$ cat config.mk
export PLATFORM = sky130hd
export DESIGN_NAME = id_stage
export DESIGN_NICKNAME = d
export VERILOG_FILES = /design/src/hw/la32r_id_pkg.sv /design/src/hw/id_branch_unit.sv /design/src/hw/id_hazard_check.sv /design/src/hw/id_opcode_decoder.sv /design/src/hw/id_operand_select.sv /design/src/hw/id_stage.sv /design/src/hw/id_stage_reg.sv
export SDC_FILE = /design/constraint.sdc
export NUM_CORES = 1
export LEC_CHECK = 0
export ABC_AREA = 1
export BUFFER_PORTS_ARGS = -buffer_cell sky130_fd_sc_hd__buf_2
export CAP_MARGIN = 20
export CORE_MARGIN = 4
export CORE_UTILIZATION = 49
export DETAILED_ROUTE_END_ITERATION = 10
export PLACE_DENSITY = 0.83
export SYNTH_ARGS = -nofsm -noshare
export SYNTH_HDL_FRONTEND = slang
export SYNTH_SLANG_ARGS = --single-unit
$ cat constraint.sdc
create_clock -name clk -period 3 [get_ports clk]
set_input_delay 0.15 -clock clk [delete_from_list [all_inputs] [get_ports clk]]
set_output_delay 0.15 -clock clk [all_outputs]
set_load 0.05 [all_outputs]
$ cat src/hw/la32r_id_pkg.sv
package la32r_id_pkg;

    // datapath and register file widths
    localparam int REG_W      = 32;
    localparam int REG_ADDR_W = 5;
    localparam int INST_W     = 32;

    // 3r format, opcode in inst[31:15]
    localparam logic [16:0] OP3R_ADD_W  = 17'h00020;
    localparam logic [16:0] OP3R_SUB_W  = 17'h00022;
    localparam logic [16:0] OP3R_SLT    = 17'h00024;
    localparam logic [16:0] OP3R_SLTU   = 17'h00025;
    localparam logic [16:0] OP3R_NOR    = 17'h00028;
    localparam logic [16:0] OP3R_AND    = 17'h00029;
    localparam logic [16:0] OP3R_OR     = 17'h0002a;
    localparam logic [16:0] OP3R_XOR    = 17'h0002b;
    localparam logic [16:0] OP3R_SLL_W  = 17'h0002e;
    localparam logic [16:0] OP3R_SRL_W  = 17'h0002f;
    localparam logic [16:0] OP3R_SRA_W  = 17'h00030;
    // shift by ui5, which sits in the rk field
    localparam logic [16:0] OP3R_SLLI_W = 17'h00081;
    localparam logic [16:0] OP3R_SRLI_W = 17'h00089;
    localparam logic [16:0] OP3R_SRAI_W = 17'h00091;

    // 2ri12 format, opcode in inst[31:22]
    localparam logic [9:0] OP2RI12_SLTI   = 10'h008;
    localparam logic [9:0] OP2RI12_SLTUI  = 10'h009;
    localparam logic [9:0] OP2RI12_ADDI_W = 10'h00a;
    localparam logic [9:0] OP2RI12_ANDI   = 10'h00d;
    localparam logic [9:0] OP2RI12_ORI    = 10'h00e;
    localparam logic [9:0] OP2RI12_XORI   = 10'h00f;

    // 1rsi20 format, opcode in inst[31:25]
    localparam logic [6:0] OP1RSI20_LU12I_W   = 7'h0a;
    localparam logic [6:0] OP1RSI20_PCADDU12I = 7'h0e;

    // 2ri16 / i26 format, opcode in inst[31:26]
    localparam logic [5:0] OP6_JIRL = 6'h13;
    localparam logic [5:0] OP6_B    = 6'h14;
    localparam logic [5:0] OP6_BL   = 6'h15;
    localparam logic [5:0] OP6_BEQ  = 6'h16;
    localparam logic [5:0] OP6_BNE  = 6'h17;
    localparam logic [5:0] OP6_BLT  = 6'h18;
    localparam logic [5:0] OP6_BGE  = 6'h19;
    localparam logic [5:0] OP6_BLTU = 6'h1a;
    localparam logic [5:0] OP6_BGEU = 6'h1b;

    // bl writes r1, link value is pc + 4
    localparam logic [REG_ADDR_W-1:0] LINK_REG    = 5'd1;
    localparam logic [REG_W-1:0]      LINK_OFFSET = 32'd4;

    typedef enum logic [3:0] {
        ALU_ADD, ALU_SUB, ALU_SLT, ALU_SLTU, ALU_AND, ALU_NOR,
        ALU_OR, ALU_XOR, ALU_SLL, ALU_SRL, ALU_SRA, ALU_LUI
    } alu_op_e;

    typedef enum logic [2:0] {
        IMM_NONE, IMM_ZERO12, IMM_SIGN12, IMM_HI20, IMM_LINK
    } imm_kind_e;

    typedef enum logic [3:0] {
        BR_NONE, BR_JIRL, BR_B, BR_BL, BR_BEQ, BR_BNE, BR_BLT, BR_BGE, BR_BLTU, BR_BGEU
    } br_kind_e;

    typedef struct packed {
        logic [REG_W-1:0]  pc;
        logic [INST_W-1:0] inst;
    } if_id_bus_t;

    typedef struct packed {
        alu_op_e   alu_op;
        imm_kind_e imm_kind;
        br_kind_e  br_kind;
        logic      uses_rj;
        logic      uses_rk;
        logic      rk_from_rd;
        logic      src1_pc;
        logic      wb_we;
        logic      wb_link_r1;
    } id_ctrl_t;

    typedef struct packed {
        alu_op_e               alu_op;
        logic [REG_W-1:0]      src1;
        logic [REG_W-1:0]      src2;
        logic [REG_ADDR_W-1:0] wb_addr;
        logic                  wb_we;
        logic [REG_W-1:0]      pc;
    } id_ex_bus_t;

endpackage

$ cat src/hw/id_branch_unit.sv
module id_branch_unit (
    input  logic [la32r_id_pkg::INST_W-1:0] inst_i,
    input  logic [la32r_id_pkg::REG_W-1:0]  pc_i,
    input  la32r_id_pkg::id_ctrl_t          ctrl_i,
    input  logic [la32r_id_pkg::REG_W-1:0]  rj_data_i,
    input  logic [la32r_id_pkg::REG_W-1:0]  rk_data_i,
    input  logic                            fire_i,
    output logic                            jbr_valid_o,
    output logic [la32r_id_pkg::REG_W-1:0]  jbr_target_o
);

    logic                           eq;
    logic                           lt_s;
    logic                           lt_u;
    logic                           taken;
    logic [la32r_id_pkg::REG_W-1:0] off16;
    logic [la32r_id_pkg::REG_W-1:0] off26;

    // rk data holds rd for conditional branches
    assign eq   = (rj_data_i == rk_data_i);
    assign lt_s = ($signed(rj_data_i) < $signed(rk_data_i));
    assign lt_u = (rj_data_i < rk_data_i);

    // word offsets, sign-extended
    assign off16 = {{14{inst_i[25]}}, inst_i[25:10], 2'b00};
    // i26 is split, high part in [9:0]
    assign off26 = {{4{inst_i[9]}}, inst_i[9:0], inst_i[25:10], 2'b00};

    always_comb begin
        case (ctrl_i.br_kind)
            la32r_id_pkg::BR_JIRL,
            la32r_id_pkg::BR_B,
            la32r_id_pkg::BR_BL:   taken = 1'b1;
            la32r_id_pkg::BR_BEQ:  taken = eq;
            la32r_id_pkg::BR_BNE:  taken = !eq;
            la32r_id_pkg::BR_BLT:  taken = lt_s;
            la32r_id_pkg::BR_BGE:  taken = !lt_s;
            la32r_id_pkg::BR_BLTU: taken = lt_u;
            la32r_id_pkg::BR_BGEU: taken = !lt_u;
            default:               taken = 1'b0;
        endcase
        case (ctrl_i.br_kind)
            la32r_id_pkg::BR_JIRL:             jbr_target_o = rj_data_i + off16;
            la32r_id_pkg::BR_B, la32r_id_pkg::BR_BL: jbr_target_o = pc_i + off26;
            default:                           jbr_target_o = pc_i + off16;
        endcase
    end

    // only redirect on the accepting edge
    assign jbr_valid_o = taken && fire_i;

endmodule

$ cat src/hw/id_hazard_check.sv
module id_hazard_check (
    input  la32r_id_pkg::id_ctrl_t              ctrl_i,
    input  logic [la32r_id_pkg::REG_ADDR_W-1:0] rj_addr_i,
    input  logic [la32r_id_pkg::REG_ADDR_W-1:0] rk_addr_i,
    input  logic [la32r_id_pkg::REG_ADDR_W-1:0] ex_dest_i,
    input  logic [la32r_id_pkg::REG_ADDR_W-1:0] mem_dest_i,
    input  logic [la32r_id_pkg::REG_ADDR_W-1:0] wb_dest_i,
    output logic                                stall_o
);

    logic rj_hit;
    logic rk_hit;

    // r0 never conflicts, dest zero means no write
    assign rj_hit = ctrl_i.uses_rj && (rj_addr_i != '0)
                 && ((rj_addr_i == ex_dest_i) || (rj_addr_i == mem_dest_i)
                     || (rj_addr_i == wb_dest_i));

    // unused rk field of immediate forms is ignored
    assign rk_hit = ctrl_i.uses_rk && (rk_addr_i != '0)
                 && ((rk_addr_i == ex_dest_i) || (rk_addr_i == mem_dest_i)
                     || (rk_addr_i == wb_dest_i));

    assign stall_o = rj_hit || rk_hit;

endmodule

$ cat src/hw/id_opcode_decoder.sv
module id_opcode_decoder (
    input  logic [la32r_id_pkg::INST_W-1:0] inst_i,
    output la32r_id_pkg::id_ctrl_t          ctrl_o
);

    // format-specific opcode slices
    logic [16:0] op17;
    logic [9:0]  op10;
    logic [6:0]  op7;
    logic [5:0]  op6;

    // 3r class hit and its alu op
    logic                  hit_3r;
    logic                  hit_shift_imm;
    la32r_id_pkg::alu_op_e alu_3r;

    assign op17 = inst_i[31:15];
    assign op10 = inst_i[31:22];
    assign op7  = inst_i[31:25];
    assign op6  = inst_i[31:26];

    // reg-reg and shift-imm share the 17-bit field
    always_comb begin
        hit_3r        = 1'b1;
        hit_shift_imm = 1'b0;
        alu_3r        = la32r_id_pkg::ALU_ADD;
        case (op17)
            la32r_id_pkg::OP3R_ADD_W:  alu_3r = la32r_id_pkg::ALU_ADD;
            la32r_id_pkg::OP3R_SUB_W:  alu_3r = la32r_id_pkg::ALU_SUB;
            la32r_id_pkg::OP3R_SLT:    alu_3r = la32r_id_pkg::ALU_SLT;
            la32r_id_pkg::OP3R_SLTU:   alu_3r = la32r_id_pkg::ALU_SLTU;
            la32r_id_pkg::OP3R_NOR:    alu_3r = la32r_id_pkg::ALU_NOR;
            la32r_id_pkg::OP3R_AND:    alu_3r = la32r_id_pkg::ALU_AND;
            la32r_id_pkg::OP3R_OR:     alu_3r = la32r_id_pkg::ALU_OR;
            la32r_id_pkg::OP3R_XOR:    alu_3r = la32r_id_pkg::ALU_XOR;
            la32r_id_pkg::OP3R_SLL_W:  alu_3r = la32r_id_pkg::ALU_SLL;
            la32r_id_pkg::OP3R_SRL_W:  alu_3r = la32r_id_pkg::ALU_SRL;
            la32r_id_pkg::OP3R_SRA_W:  alu_3r = la32r_id_pkg::ALU_SRA;
            la32r_id_pkg::OP3R_SLLI_W: begin
                alu_3r        = la32r_id_pkg::ALU_SLL;
                hit_shift_imm = 1'b1;
            end
            la32r_id_pkg::OP3R_SRLI_W: begin
                alu_3r        = la32r_id_pkg::ALU_SRL;
                hit_shift_imm = 1'b1;
            end
            la32r_id_pkg::OP3R_SRAI_W: begin
                alu_3r        = la32r_id_pkg::ALU_SRA;
                hit_shift_imm = 1'b1;
            end
            default: hit_3r = 1'b0;
        endcase
    end

    always_comb begin
        // unknown encoding stays a bubble
        ctrl_o = '0;
        ctrl_o.alu_op   = la32r_id_pkg::ALU_ADD;
        ctrl_o.imm_kind = la32r_id_pkg::IMM_NONE;
        ctrl_o.br_kind  = la32r_id_pkg::BR_NONE;
        if (hit_3r) begin
            ctrl_o.alu_op  = alu_3r;
            ctrl_o.uses_rj = 1'b1;
            // shift amount is ui5, low bits of the zero-extended i12 slice
            ctrl_o.uses_rk  = !hit_shift_imm;
            ctrl_o.imm_kind = hit_shift_imm ? la32r_id_pkg::IMM_ZERO12 : la32r_id_pkg::IMM_NONE;
            ctrl_o.wb_we    = 1'b1;
        end
        // immediate alu ops, logic ones zero-extend
        case (op10)
            la32r_id_pkg::OP2RI12_SLTI,
            la32r_id_pkg::OP2RI12_SLTUI,
            la32r_id_pkg::OP2RI12_ADDI_W: begin
                ctrl_o.alu_op   = (op10 == la32r_id_pkg::OP2RI12_SLTI)  ? la32r_id_pkg::ALU_SLT :
                                  (op10 == la32r_id_pkg::OP2RI12_SLTUI) ? la32r_id_pkg::ALU_SLTU :
                                                                          la32r_id_pkg::ALU_ADD;
                ctrl_o.imm_kind = la32r_id_pkg::IMM_SIGN12;
                ctrl_o.uses_rj  = 1'b1;
                ctrl_o.wb_we    = 1'b1;
            end
            la32r_id_pkg::OP2RI12_ANDI,
            la32r_id_pkg::OP2RI12_ORI,
            la32r_id_pkg::OP2RI12_XORI: begin
                ctrl_o.alu_op   = (op10 == la32r_id_pkg::OP2RI12_ANDI) ? la32r_id_pkg::ALU_AND :
                                  (op10 == la32r_id_pkg::OP2RI12_ORI)  ? la32r_id_pkg::ALU_OR :
                                                                         la32r_id_pkg::ALU_XOR;
                ctrl_o.imm_kind = la32r_id_pkg::IMM_ZERO12;
                ctrl_o.uses_rj  = 1'b1;
                ctrl_o.wb_we    = 1'b1;
            end
            default: ;
        endcase
        // upper immediates, pcaddu12i adds to pc
        if (op7 == la32r_id_pkg::OP1RSI20_LU12I_W || op7 == la32r_id_pkg::OP1RSI20_PCADDU12I) begin
            ctrl_o.src1_pc  = (op7 == la32r_id_pkg::OP1RSI20_PCADDU12I);
            ctrl_o.alu_op   = ctrl_o.src1_pc ? la32r_id_pkg::ALU_ADD : la32r_id_pkg::ALU_LUI;
            ctrl_o.imm_kind = la32r_id_pkg::IMM_HI20;
            ctrl_o.wb_we    = 1'b1;
        end
        case (op6)
            la32r_id_pkg::OP6_JIRL: begin
                ctrl_o.br_kind  = la32r_id_pkg::BR_JIRL;
                ctrl_o.imm_kind = la32r_id_pkg::IMM_LINK;
                ctrl_o.uses_rj  = 1'b1;
                ctrl_o.src1_pc  = 1'b1;
                ctrl_o.wb_we    = 1'b1;
            end
            la32r_id_pkg::OP6_B:  ctrl_o.br_kind = la32r_id_pkg::BR_B;
            la32r_id_pkg::OP6_BL: begin
                ctrl_o.br_kind    = la32r_id_pkg::BR_BL;
                ctrl_o.imm_kind   = la32r_id_pkg::IMM_LINK;
                ctrl_o.src1_pc    = 1'b1;
                ctrl_o.wb_we      = 1'b1;
                ctrl_o.wb_link_r1 = 1'b1;
            end
            la32r_id_pkg::OP6_BEQ, la32r_id_pkg::OP6_BNE, la32r_id_pkg::OP6_BLT,
            la32r_id_pkg::OP6_BGE, la32r_id_pkg::OP6_BLTU, la32r_id_pkg::OP6_BGEU: begin
                // beq..bgeu sit in order after bl
                ctrl_o.br_kind    = la32r_id_pkg::br_kind_e'(op6 - la32r_id_pkg::OP6_BEQ
                                                             + 6'(la32r_id_pkg::BR_BEQ));
                ctrl_o.uses_rj    = 1'b1;
                ctrl_o.uses_rk    = 1'b1;
                ctrl_o.rk_from_rd = 1'b1;
            end
            default: ;
        endcase
    end

endmodule

$ cat src/hw/id_operand_select.sv
module id_operand_select (
    input  logic [la32r_id_pkg::INST_W-1:0]     inst_i,
    input  logic [la32r_id_pkg::REG_W-1:0]      pc_i,
    input  la32r_id_pkg::id_ctrl_t              ctrl_i,
    input  logic [la32r_id_pkg::REG_W-1:0]      rj_data_i,
    input  logic [la32r_id_pkg::REG_W-1:0]      rk_data_i,
    output logic [la32r_id_pkg::REG_ADDR_W-1:0] rj_addr_o,
    output logic [la32r_id_pkg::REG_ADDR_W-1:0] rk_addr_o,
    output la32r_id_pkg::id_ex_bus_t            ex_bus_o
);

    logic [11:0] imm12;
    logic [19:0] imm20;
    logic [4:0]  rd;

    assign imm12 = inst_i[21:10];
    assign imm20 = inst_i[24:5];
    assign rd    = inst_i[4:0];

    // rk: [14:10], rj: [9:5], rd: [4:0]
    assign rj_addr_o = inst_i[9:5];
    // conditional branches compare rj against rd
    assign rk_addr_o = ctrl_i.rk_from_rd ? rd : inst_i[14:10];

    always_comb begin
        ex_bus_o.alu_op = ctrl_i.alu_op;
        ex_bus_o.pc     = pc_i;
        // links and pcaddu12i start from pc
        ex_bus_o.src1   = ctrl_i.src1_pc ? pc_i : rj_data_i;
        case (ctrl_i.imm_kind)
            la32r_id_pkg::IMM_LINK:   ex_bus_o.src2 = la32r_id_pkg::LINK_OFFSET;
            la32r_id_pkg::IMM_ZERO12: ex_bus_o.src2 = {20'd0, imm12};
            la32r_id_pkg::IMM_SIGN12: ex_bus_o.src2 = {{20{imm12[11]}}, imm12};
            la32r_id_pkg::IMM_HI20:   ex_bus_o.src2 = {imm20, 12'd0};
            default:                  ex_bus_o.src2 = rk_data_i;
        endcase
        // no write means address zero
        ex_bus_o.wb_we = ctrl_i.wb_we;
        if (!ctrl_i.wb_we) begin
            ex_bus_o.wb_addr = '0;
        end else if (ctrl_i.wb_link_r1) begin
            ex_bus_o.wb_addr = la32r_id_pkg::LINK_REG;
        end else begin
            ex_bus_o.wb_addr = rd;
        end
    end

endmodule

$ cat src/hw/id_stage.sv
module id_stage (
    input  logic                                clk,
    input  logic                                rst_n_i,
    // fetch side
    input  logic                                if_valid_i,
    input  la32r_id_pkg::if_id_bus_t            if_bus_i,
    output logic                                if_ready_o,
    // register file ports
    output logic [la32r_id_pkg::REG_ADDR_W-1:0] rj_addr_o,
    output logic [la32r_id_pkg::REG_ADDR_W-1:0] rk_addr_o,
    input  logic [la32r_id_pkg::REG_W-1:0]      rj_data_i,
    input  logic [la32r_id_pkg::REG_W-1:0]      rk_data_i,
    // in-flight destinations, zero is no write
    input  logic [la32r_id_pkg::REG_ADDR_W-1:0] ex_dest_i,
    input  logic [la32r_id_pkg::REG_ADDR_W-1:0] mem_dest_i,
    input  logic [la32r_id_pkg::REG_ADDR_W-1:0] wb_dest_i,
    // redirect to fetch
    output logic                                jbr_valid_o,
    output logic [la32r_id_pkg::REG_W-1:0]      jbr_target_o,
    // execute side
    output logic                                ex_valid_o,
    output la32r_id_pkg::id_ex_bus_t            ex_bus_o,
    input  logic                                ex_ready_i
);

    la32r_id_pkg::id_ctrl_t   ctrl;
    la32r_id_pkg::id_ex_bus_t dec_bus;
    logic                     stall;
    logic                     reg_ready;
    logic                     fire;

    id_opcode_decoder u_dec (
        .inst_i (if_bus_i.inst),
        .ctrl_o (ctrl)
    );

    id_operand_select u_opsel (
        .inst_i    (if_bus_i.inst),
        .pc_i      (if_bus_i.pc),
        .ctrl_i    (ctrl),
        .rj_data_i (rj_data_i),
        .rk_data_i (rk_data_i),
        .rj_addr_o (rj_addr_o),
        .rk_addr_o (rk_addr_o),
        .ex_bus_o  (dec_bus)
    );

    id_branch_unit u_br (
        .inst_i       (if_bus_i.inst),
        .pc_i         (if_bus_i.pc),
        .ctrl_i       (ctrl),
        .rj_data_i    (rj_data_i),
        .rk_data_i    (rk_data_i),
        .fire_i       (fire),
        .jbr_valid_o  (jbr_valid_o),
        .jbr_target_o (jbr_target_o)
    );

    id_hazard_check u_haz (
        .ctrl_i     (ctrl),
        .rj_addr_i  (rj_addr_o),
        .rk_addr_i  (rk_addr_o),
        .ex_dest_i  (ex_dest_i),
        .mem_dest_i (mem_dest_i),
        .wb_dest_i  (wb_dest_i),
        .stall_o    (stall)
    );

    // held instruction waits while a source is in flight
    assign if_ready_o = reg_ready && !stall;
    assign fire       = if_valid_i && if_ready_o;

    id_stage_reg u_out (
        .clk        (clk),
        .rst_n_i    (rst_n_i),
        .in_valid_i (if_valid_i && !stall),
        .in_bus_i   (dec_bus),
        .in_ready_o (reg_ready),
        .ex_valid_o (ex_valid_o),
        .ex_bus_o   (ex_bus_o),
        .ex_ready_i (ex_ready_i)
    );

endmodule

$ cat src/hw/id_stage_reg.sv
module id_stage_reg (
    input  logic                     clk,
    input  logic                     rst_n_i,
    input  logic                     in_valid_i,
    input  la32r_id_pkg::id_ex_bus_t in_bus_i,
    output logic                     in_ready_o,
    output logic                     ex_valid_o,
    output la32r_id_pkg::id_ex_bus_t ex_bus_o,
    input  logic                     ex_ready_i
);

    logic                     valid_q;
    la32r_id_pkg::id_ex_bus_t bus_q;

    // room when empty or draining this cycle
    assign in_ready_o = !valid_q || ex_ready_i;

    always_ff @(posedge clk or negedge rst_n_i) begin
        if (!rst_n_i) begin
            valid_q <= 1'b0;
        end else if (in_valid_i && in_ready_o) begin
            valid_q <= 1'b1;
        end else if (ex_ready_i) begin
            // taken by execute, nothing new
            valid_q <= 1'b0;
        end
    end

    // payload only moves on the input handshake
    always_ff @(posedge clk) begin
        if (in_valid_i && in_ready_o) begin
            bus_q <= in_bus_i;
        end
    end

    assign ex_valid_o = valid_q;
    assign ex_bus_o   = bus_q;

endmodule

==> impl_metrics.json, run 1 <==
{
  "yosysTopAreaCellShare_pct": 30.9,
  "postRouteAntennaNets": 0,
  "tightest_slew_ps": 742,
  "synth-xor-area-share_pct": 4.07,
  "worstReg2RegEnd": "u_out.ex_bus_o[26]",
  "rr_startpoint": "u_out.ex_valid_o",
  "setup_viol": 1,
  "path_clk_slew_ps": 80,
  "grt.overflow.total": 0,
  "cts.sinks": 107,
  "violations": "negative setup slack",
  "ys_ff_latch": 107,
  "r2r_slack_ps": 1280,
  "root_buffer": "clkbuf_16",
  "hold-worst-slack_ps": 9.26,
  "fin_tns_setup_ps": -8.21,
  "grt_pass1_vias": 10815,
  "critPathCaptureType": "output pin",
  "antenna_found_initial": 0,
  "fin_area_um2": 14000,
  "drc_errors": 0,
  "cap_violations": 0,
  "row_count": 52,
  "slew_violations": 0,
  "total_power_uw": 6190,
  "synthArstFlopShare_pct": 0.935,
  "slew_headroom_pct": 50.5,
  "crit_path_frequent_cell": "buf_4",
  "initial_utilization_pct": 50.3,
  "clock_path_buffers": 2,
  "hpwl_mm": 32.8,
  "synth_fa_ha_area_share_pct": 11.9,
  "synth_area_per_cell_um2": 7.63,
  "grt_setup_unrepaired": "true",
  "drt_iter0_drc": 1106,
  "crit_chain": "dlygate4sd3_1 > buf_2 > ha_1 > a21oi_1 > a21boi_0 > buf_4 > inv_1 > nand4_1 > o211ai_1 > buf_4 > o21ai_1 > nand2_1 > buf_12",
  "finalCritPeriodShare_pct": 100,
  "die_h_um": 153,
  "muxShareOfSynthArea_pct": 3.26,
  "synth_compound_area_share_pct": 15.3,
  "synth_ff_type": "edfxtp_1",
  "areaGrowthSynthToFinish_pct": 36.0,
  "ff2ff_path_depth": 6,
  "setup.worst_path.start": "if_bus_i[38]",
  "die_w_um": 153,
  "cts_buffers": 9,
  "synth.area.top_cells": "edfxtp_1 (31%), ha_1 (12%), nand2_1 (11%), inv_1 (6.3%), a21oi_1 (4.9%)",
  "portBuffers": 297,
  "fin_crit_ps": 3010,
  "clk_latency_ps": 370,
  "worst_slack_ps": -8.21,
  "vdd_drop_max_mv": 0.374,
  "worstSetupStartpointType": "primary input",
  "critPathMaxStageDelay_ps": 540,
  "grt_max_degree": 43,
  "io-pin-count": 298,
  "fmax_mhz": 332,
  "ys_types": 55,
  "synthSimpleGateAreaFrac_pct": 26.0,
  "routed_wl_mm": 40.1,
  "vias": 11443,
  "holdCritStartpoint": "if_bus_i[36]",
  "power_leakage_uw": 0.00685,
  "dieArea_um2": 23400,
  "synth_warnings": 0,
  "coreArea_um2": 20500,
  "crit_fanout": 4,
  "yosysSeqAreaShare_pct": 31.1,
  "grt_pass1_wl_mm": 59.9,
  "setup.worst_path.end": "jbr_target_o[23]",
  "drive_above_1_share_pct": 32.7,
  "syn_nets": 1597,
  "cts_tree": "built",
  "vias_per_cell": 5.67,
  "required_ps": 2850,
  "outcome": "complete, but fails checks",
  "skew_ps": 8.49,
  "yosysTopAreaCell": "edfxtp_1",
  "first_pass_iters": 6,
  "arrival_ps": 2860,
  "hold_path_class": "primary input to flop",
  "critPathSlowestCell": "dlygate4sd3_1",
  "wire_per_inst_um": 19.9,
  "layout.nets": 1986,
  "crit_type": "primary input to output pin",
  "finalHoldViolations": 0,
  "htree_levels": 3,
  "synth_edf_count": 106,
  "place.gp.congestion": 1.02,
  "netlist_instances": 1353,
  "dpl_cell_area_um2": 12900,
  "synth_top_family_by_area": "simple AND/OR/NAND/NOR gates",
  "cellPowerDensity_nw_per_um2": 441,
  "grt.total_usage_pct": 32.5,
  "netlist_area_um2": 10300
}
registers in the layout, indices dropped and copies added, names as in the netlist:
register,count
u_out.ex_valid_o,1
u_out.ex_bus_o,106
timing repair:
item | 4_1_cts | 5_1_grt
setup buffers | 2 | 11
hold endpoints to repair | 15 | 0
resized for setup | 39 | 97
pin swaps | 15 | 40
cloned | 0 | 1
hold buffers | 15 | 0
setup endpoints to repair | 12 | 19
cell families (layout without fill, tap and decap cells):
group           Yosys count  in the layout
compound gates          261            261
xor+xnor                 48             48
fa+ha+maj                97             97
buf+inv                 207            600
flops                   107            107
mux                      30             30
other cells               0              1
simple gates            603            604
Yosys cell counts, types with 8 or more instances:
master / n
buf_4: 9
xor2_1: 24
nand3b_1: 8
nand4_1: 21
nor3_1: 20
nand2_2: 11
o221ai_1: 23
buf_2: 8
a21oi_1: 100
edfxtp_1: 106
o21ai_0: 60
nor2_1: 122
nand2_1: 312
a21o_1: 16
inv_1: 172
o211ai_1: 8
o22ai_1: 11
o21ai_1: 12
ha_1: 95
xnor2_1: 24
mux2_2: 29
nand3_1: 80
layout make-up:
class	count	area [um2]
Antenna cell	1	2.50
Clock buffer	9	225
Clock inverter	7	108
Fill cell	1756	6460
Inverter	178	698
Multi-Input combinational cell	1040	6810
Sequential cell	107	3210
Tap cell	270	338
Timing Repair Buffer	406	2640
per-stage QoR:
stage               setup slack, ps  utilization [%]  std cells
floorplan                      -276                -       1353
global placement               -251             62.9       1972
detailed placement             -287             62.9       1972
CTS                           -5.11             66.3       2005
global route                   -188             68.4       2017
finish                        -8.21             68.5       2018
how the worst min path moves through the flow:
stage                         to  slack (ps)  cells past startpoint
6_report       u_out.ex_bus_o[4]           9                      1
5_1_grt        u_out.ex_bus_o[4]           5                      1
4_1_cts        u_out.ex_bus_o[4]           6                      1
3_5_place_dp    u_out.ex_valid_o         -70                      1
3_3_place_gp    u_out.ex_valid_o         -80                      1
2_1_floorplan   u_out.ex_valid_o        -150                      0
cell usage in the layout (no fill, tap or decap), drive strengths merged, types with 11 or more instances in the layout:
master / count
mux2: 29
nand4: 22
dlygate4sd3: 15
clkbuf: 11
nand2: 331
o21ai: 75
a21oi: 102
a21o: 16
nand3: 86
buf: 389
nor2: 130
edfxtp: 106
xnor2: 24
ha: 95
xor2: 24
nor3: 21
inv: 178
o22ai: 11
o221ai: 23
critical path, delay by kind of cell:
family          cells  cell delay (ps)
buf+inv             6             1280
compound gates      4              910
fa+ha+maj           1              330
simple gates        2              180
layer usage:
metal	GRT usage [%]	wire [um]	part of all wire [%]
met1	42.3	15700	39
met3	5.99	4110	10
met4	13.7	1790	4.5
met5	0	0	0
met2	53.2	18500	46
where the power goes:
group / internal [uW] / leakage, uW / switching, uW / total, uW
Sequential: 1780 / 0.00103 / 25.3 / 1800
Combinational: 1020 / 0.00566 / 2030 / 3050
Clock: 679 / 0.000160 / 654 / 1330
Total: 3480 / 0.00685 / 2710 / 6190
(Power assumes the default switching activity.)
==> inputs of run 2 (changes only) <==
--- a/config.mk
+++ b/config.mk
@@ -12,6 +12,7 @@
 export CORE_UTILIZATION = 49
 export DETAILED_ROUTE_END_ITERATION = 10
 export PLACE_DENSITY = 0.83
+export RECOVER_POWER = 25
 export SYNTH_ARGS = -nofsm -noshare
 export SYNTH_HDL_FRONTEND = slang
 export SYNTH_SLANG_ARGS = --single-unit
==> run 2 against run 1 <==
- the run still ends with negative setup slack left
- global-route usage unchanged
- clock power hardly changed
- sequential power about the same
- sequential share of layout area up 0.18 points
- core utilization decreased by 0.53 points
- highest routed layer is now met5
==> impl_metrics.json, run 2 (synthesis gave the netlist of run 1 again) <==
{
  "outcome": "complete, but fails checks",
  "violations": "negative setup slack",
  "skew_ps": 11.1,
  "setup_viol": 2,
  "mostFrequentLayoutCell": "nand2_1",
  "initial_utilization_pct": 50.3,
  "antenna_found_initial": 1,
  "io-pin-count": 298,
  "antennaDiodeCount": 0,
  "cts.sinks": 107,
  "coreArea_um2": 20500,
  "vias": 11348,
  "crit_type": "primary input to output pin",
  "worstReg2RegEnd": "u_out.ex_bus_o[26]",
  "finalCritPeriodShare_pct": 100,
  "clk_latency_ps": 370,
  "hold_path_end": "u_out.ex_valid_o",
  "drt_iter0_drc": 1143,
  "cts_buffers": 9,
  "slew_headroom_pct": 49.9,
  "fin_crit_ps": 3010,
  "hpwl_mm": 32.8,
  "grt_max_degree": 43,
  "routed_wl_mm": 40.1,
  "fmax_mhz": 333,
  "tightest_slew_ps": 750,
  "cts_tree": "built",
  "place.gp.congestion": 1.02,
  "vdd_drop_max_mv": 0.372,
  "fin_util_pct": 67.9,
  "postRouteAntennaNets": 0,
  "portBuffers": 297,
  "grt_setup_unrepaired": "true",
  "first_pass_iters": 6,
  "r2r_slack_ps": 1270,
  "layout.nets": 1986,
  "arrival_ps": 2860,
  "drc_errors": 0,
  "total_power_uw": 6160,
  "largest_register_ffs": 106,
  "grt_pass1_vias": 10815,
  "required_ps": 2850,
  "htree_levels": 3,
  "vias_per_cell": 5.63,
  "grt.overflow.total": 0,
  "die_w_um": 153,
  "final_cell_mix": "nand2_1 (295), buf_2 (193), inv_1 (160)",
  "crit_fanout": 5,
  "dieArea_um2": 23400,
  "grt_pass1_wl_mm": 59.9,
  "cap_violations": 0,
  "drive_above_1_share_pct": 27.9,
  "critPathCaptureType": "output pin",
  "hold_path_class": "primary input to flop",
  "grt.total_usage_pct": 32.5,
  "wire_per_inst_um": 19.9,
  "power_leakage_uw": 0.00661,
  "rr_startpoint": "u_out.ex_valid_o",
  "path_clk_slew_ps": 80,
  "slew_violations": 0,
  "worstSetupStartpointType": "primary input",
  "hold_depth": 4,
  "finalHoldViolations": 0,
  "row_count": 52,
  "root_buffer": "clkbuf_16",
  "cellPowerDensity_nw_per_um2": 443,
  "worst_slack_ps": -5.44,
  "holdCritStartpoint": "ex_ready_i",
  "die_h_um": 153,
  "areaGrowthSynthToFinish_pct": 34.9,
  "ff2ff_path_depth": 6,
  "clock_path_buffers": 2
}
==> run 2: stage by stage <==
stage / setup slack [ps] / cells / area (um2) / TNS [ps] / hold WS, ps
floorplan: -276 / 1353 / 10400 / -29280 / -146
global placement: -251 / 1972 / 12900 / -1690 / -75.4
detailed placement: -287 / 1972 / 12900 / -2240 / -73.0
CTS: -5.11 / 2005 / 13600 / -5.11 / 5.76
global route: -188 / 2017 / 13900 / -1120 / 51.5
finish: -5.44 / 2017 / 13900 / -6.91 / 28.7
==> run 2: worst max-delay path by stage <==
| stage | start | endpoint | slack, ps | cells past startpoint |
|---|---|---|---|---|
| finish | if_bus_i[28] | jbr_target_o[24] | -5 | 22 |
| floorplan | if_bus_i[31] | u_out.ex_bus_o[0] | -280 | 15 |
| global route | if_bus_i[28] | jbr_target_o[30] | -190 | 22 |
| CTS | if_bus_i[31] | jbr_target_o[20] | -5 | 21 |
| global placement | if_bus_i[27] | jbr_target_o[26] | -250 | 21 |
| detailed placement | if_bus_i[27] | jbr_target_o[30] | -290 | 21 |
==> run 2: where the power goes <==
part	internal [uW]	switching [uW]	total, uW
combinational	1000	2030	3030
sequential	1780	27.0	1800
clock	679	652	1330
==> run 2: final cells by class <==
class | count | area (um2)
multi-input cells | 1040 | 6810
fillers | 1811 | 6570
flip-flops and latches | 107 | 3210
repair buffers | 406 | 2530
inverters | 178 | 698
well taps | 270 | 338
clock buffers | 9 | 225
clock inverters | 7 | 108
==> run 2: timing repair <==
action,in CTS,in global routing
cloned,0,1
hold buffers,15,0
resized for setup,39,97
hold endpoints to repair,15,0
endpoints found under the setup margin,12,19
pin swaps,15,40
buffers inserted,2,11
==> run 2: critical path, cell delays in order <==
cell      delay (ps)
buf_8            100
buf_6            110
nor2_4           110
nor2_4            60
nand2_4          120
nor2_4            70
nor2_8           190
nand2_8          110
o21ai_4          150
inv_2             60
ha_4             300
nand2_4           70
nor2_4           120
inv_2             50
buf_6            110
nor3_4           180
nand3_1          100
o211ai_1         240
a21oi_1           90
o21ai_1           90
nand2_1          110
buf_12           170
==> run 2: per-layer routing <==
| layer | vias up | wire [um] | track usage, % |
|---|---|---|---|
| li1 | 5427 | - | - |
| met4 | 2 | 1830 | 13.7 |
| met3 | 117 | 4080 | 5.99 |
| met5 | - | 13 | 0 |
| met1 | 5168 | 15800 | 42.3 |
| met2 | 634 | 18400 | 53.2 |
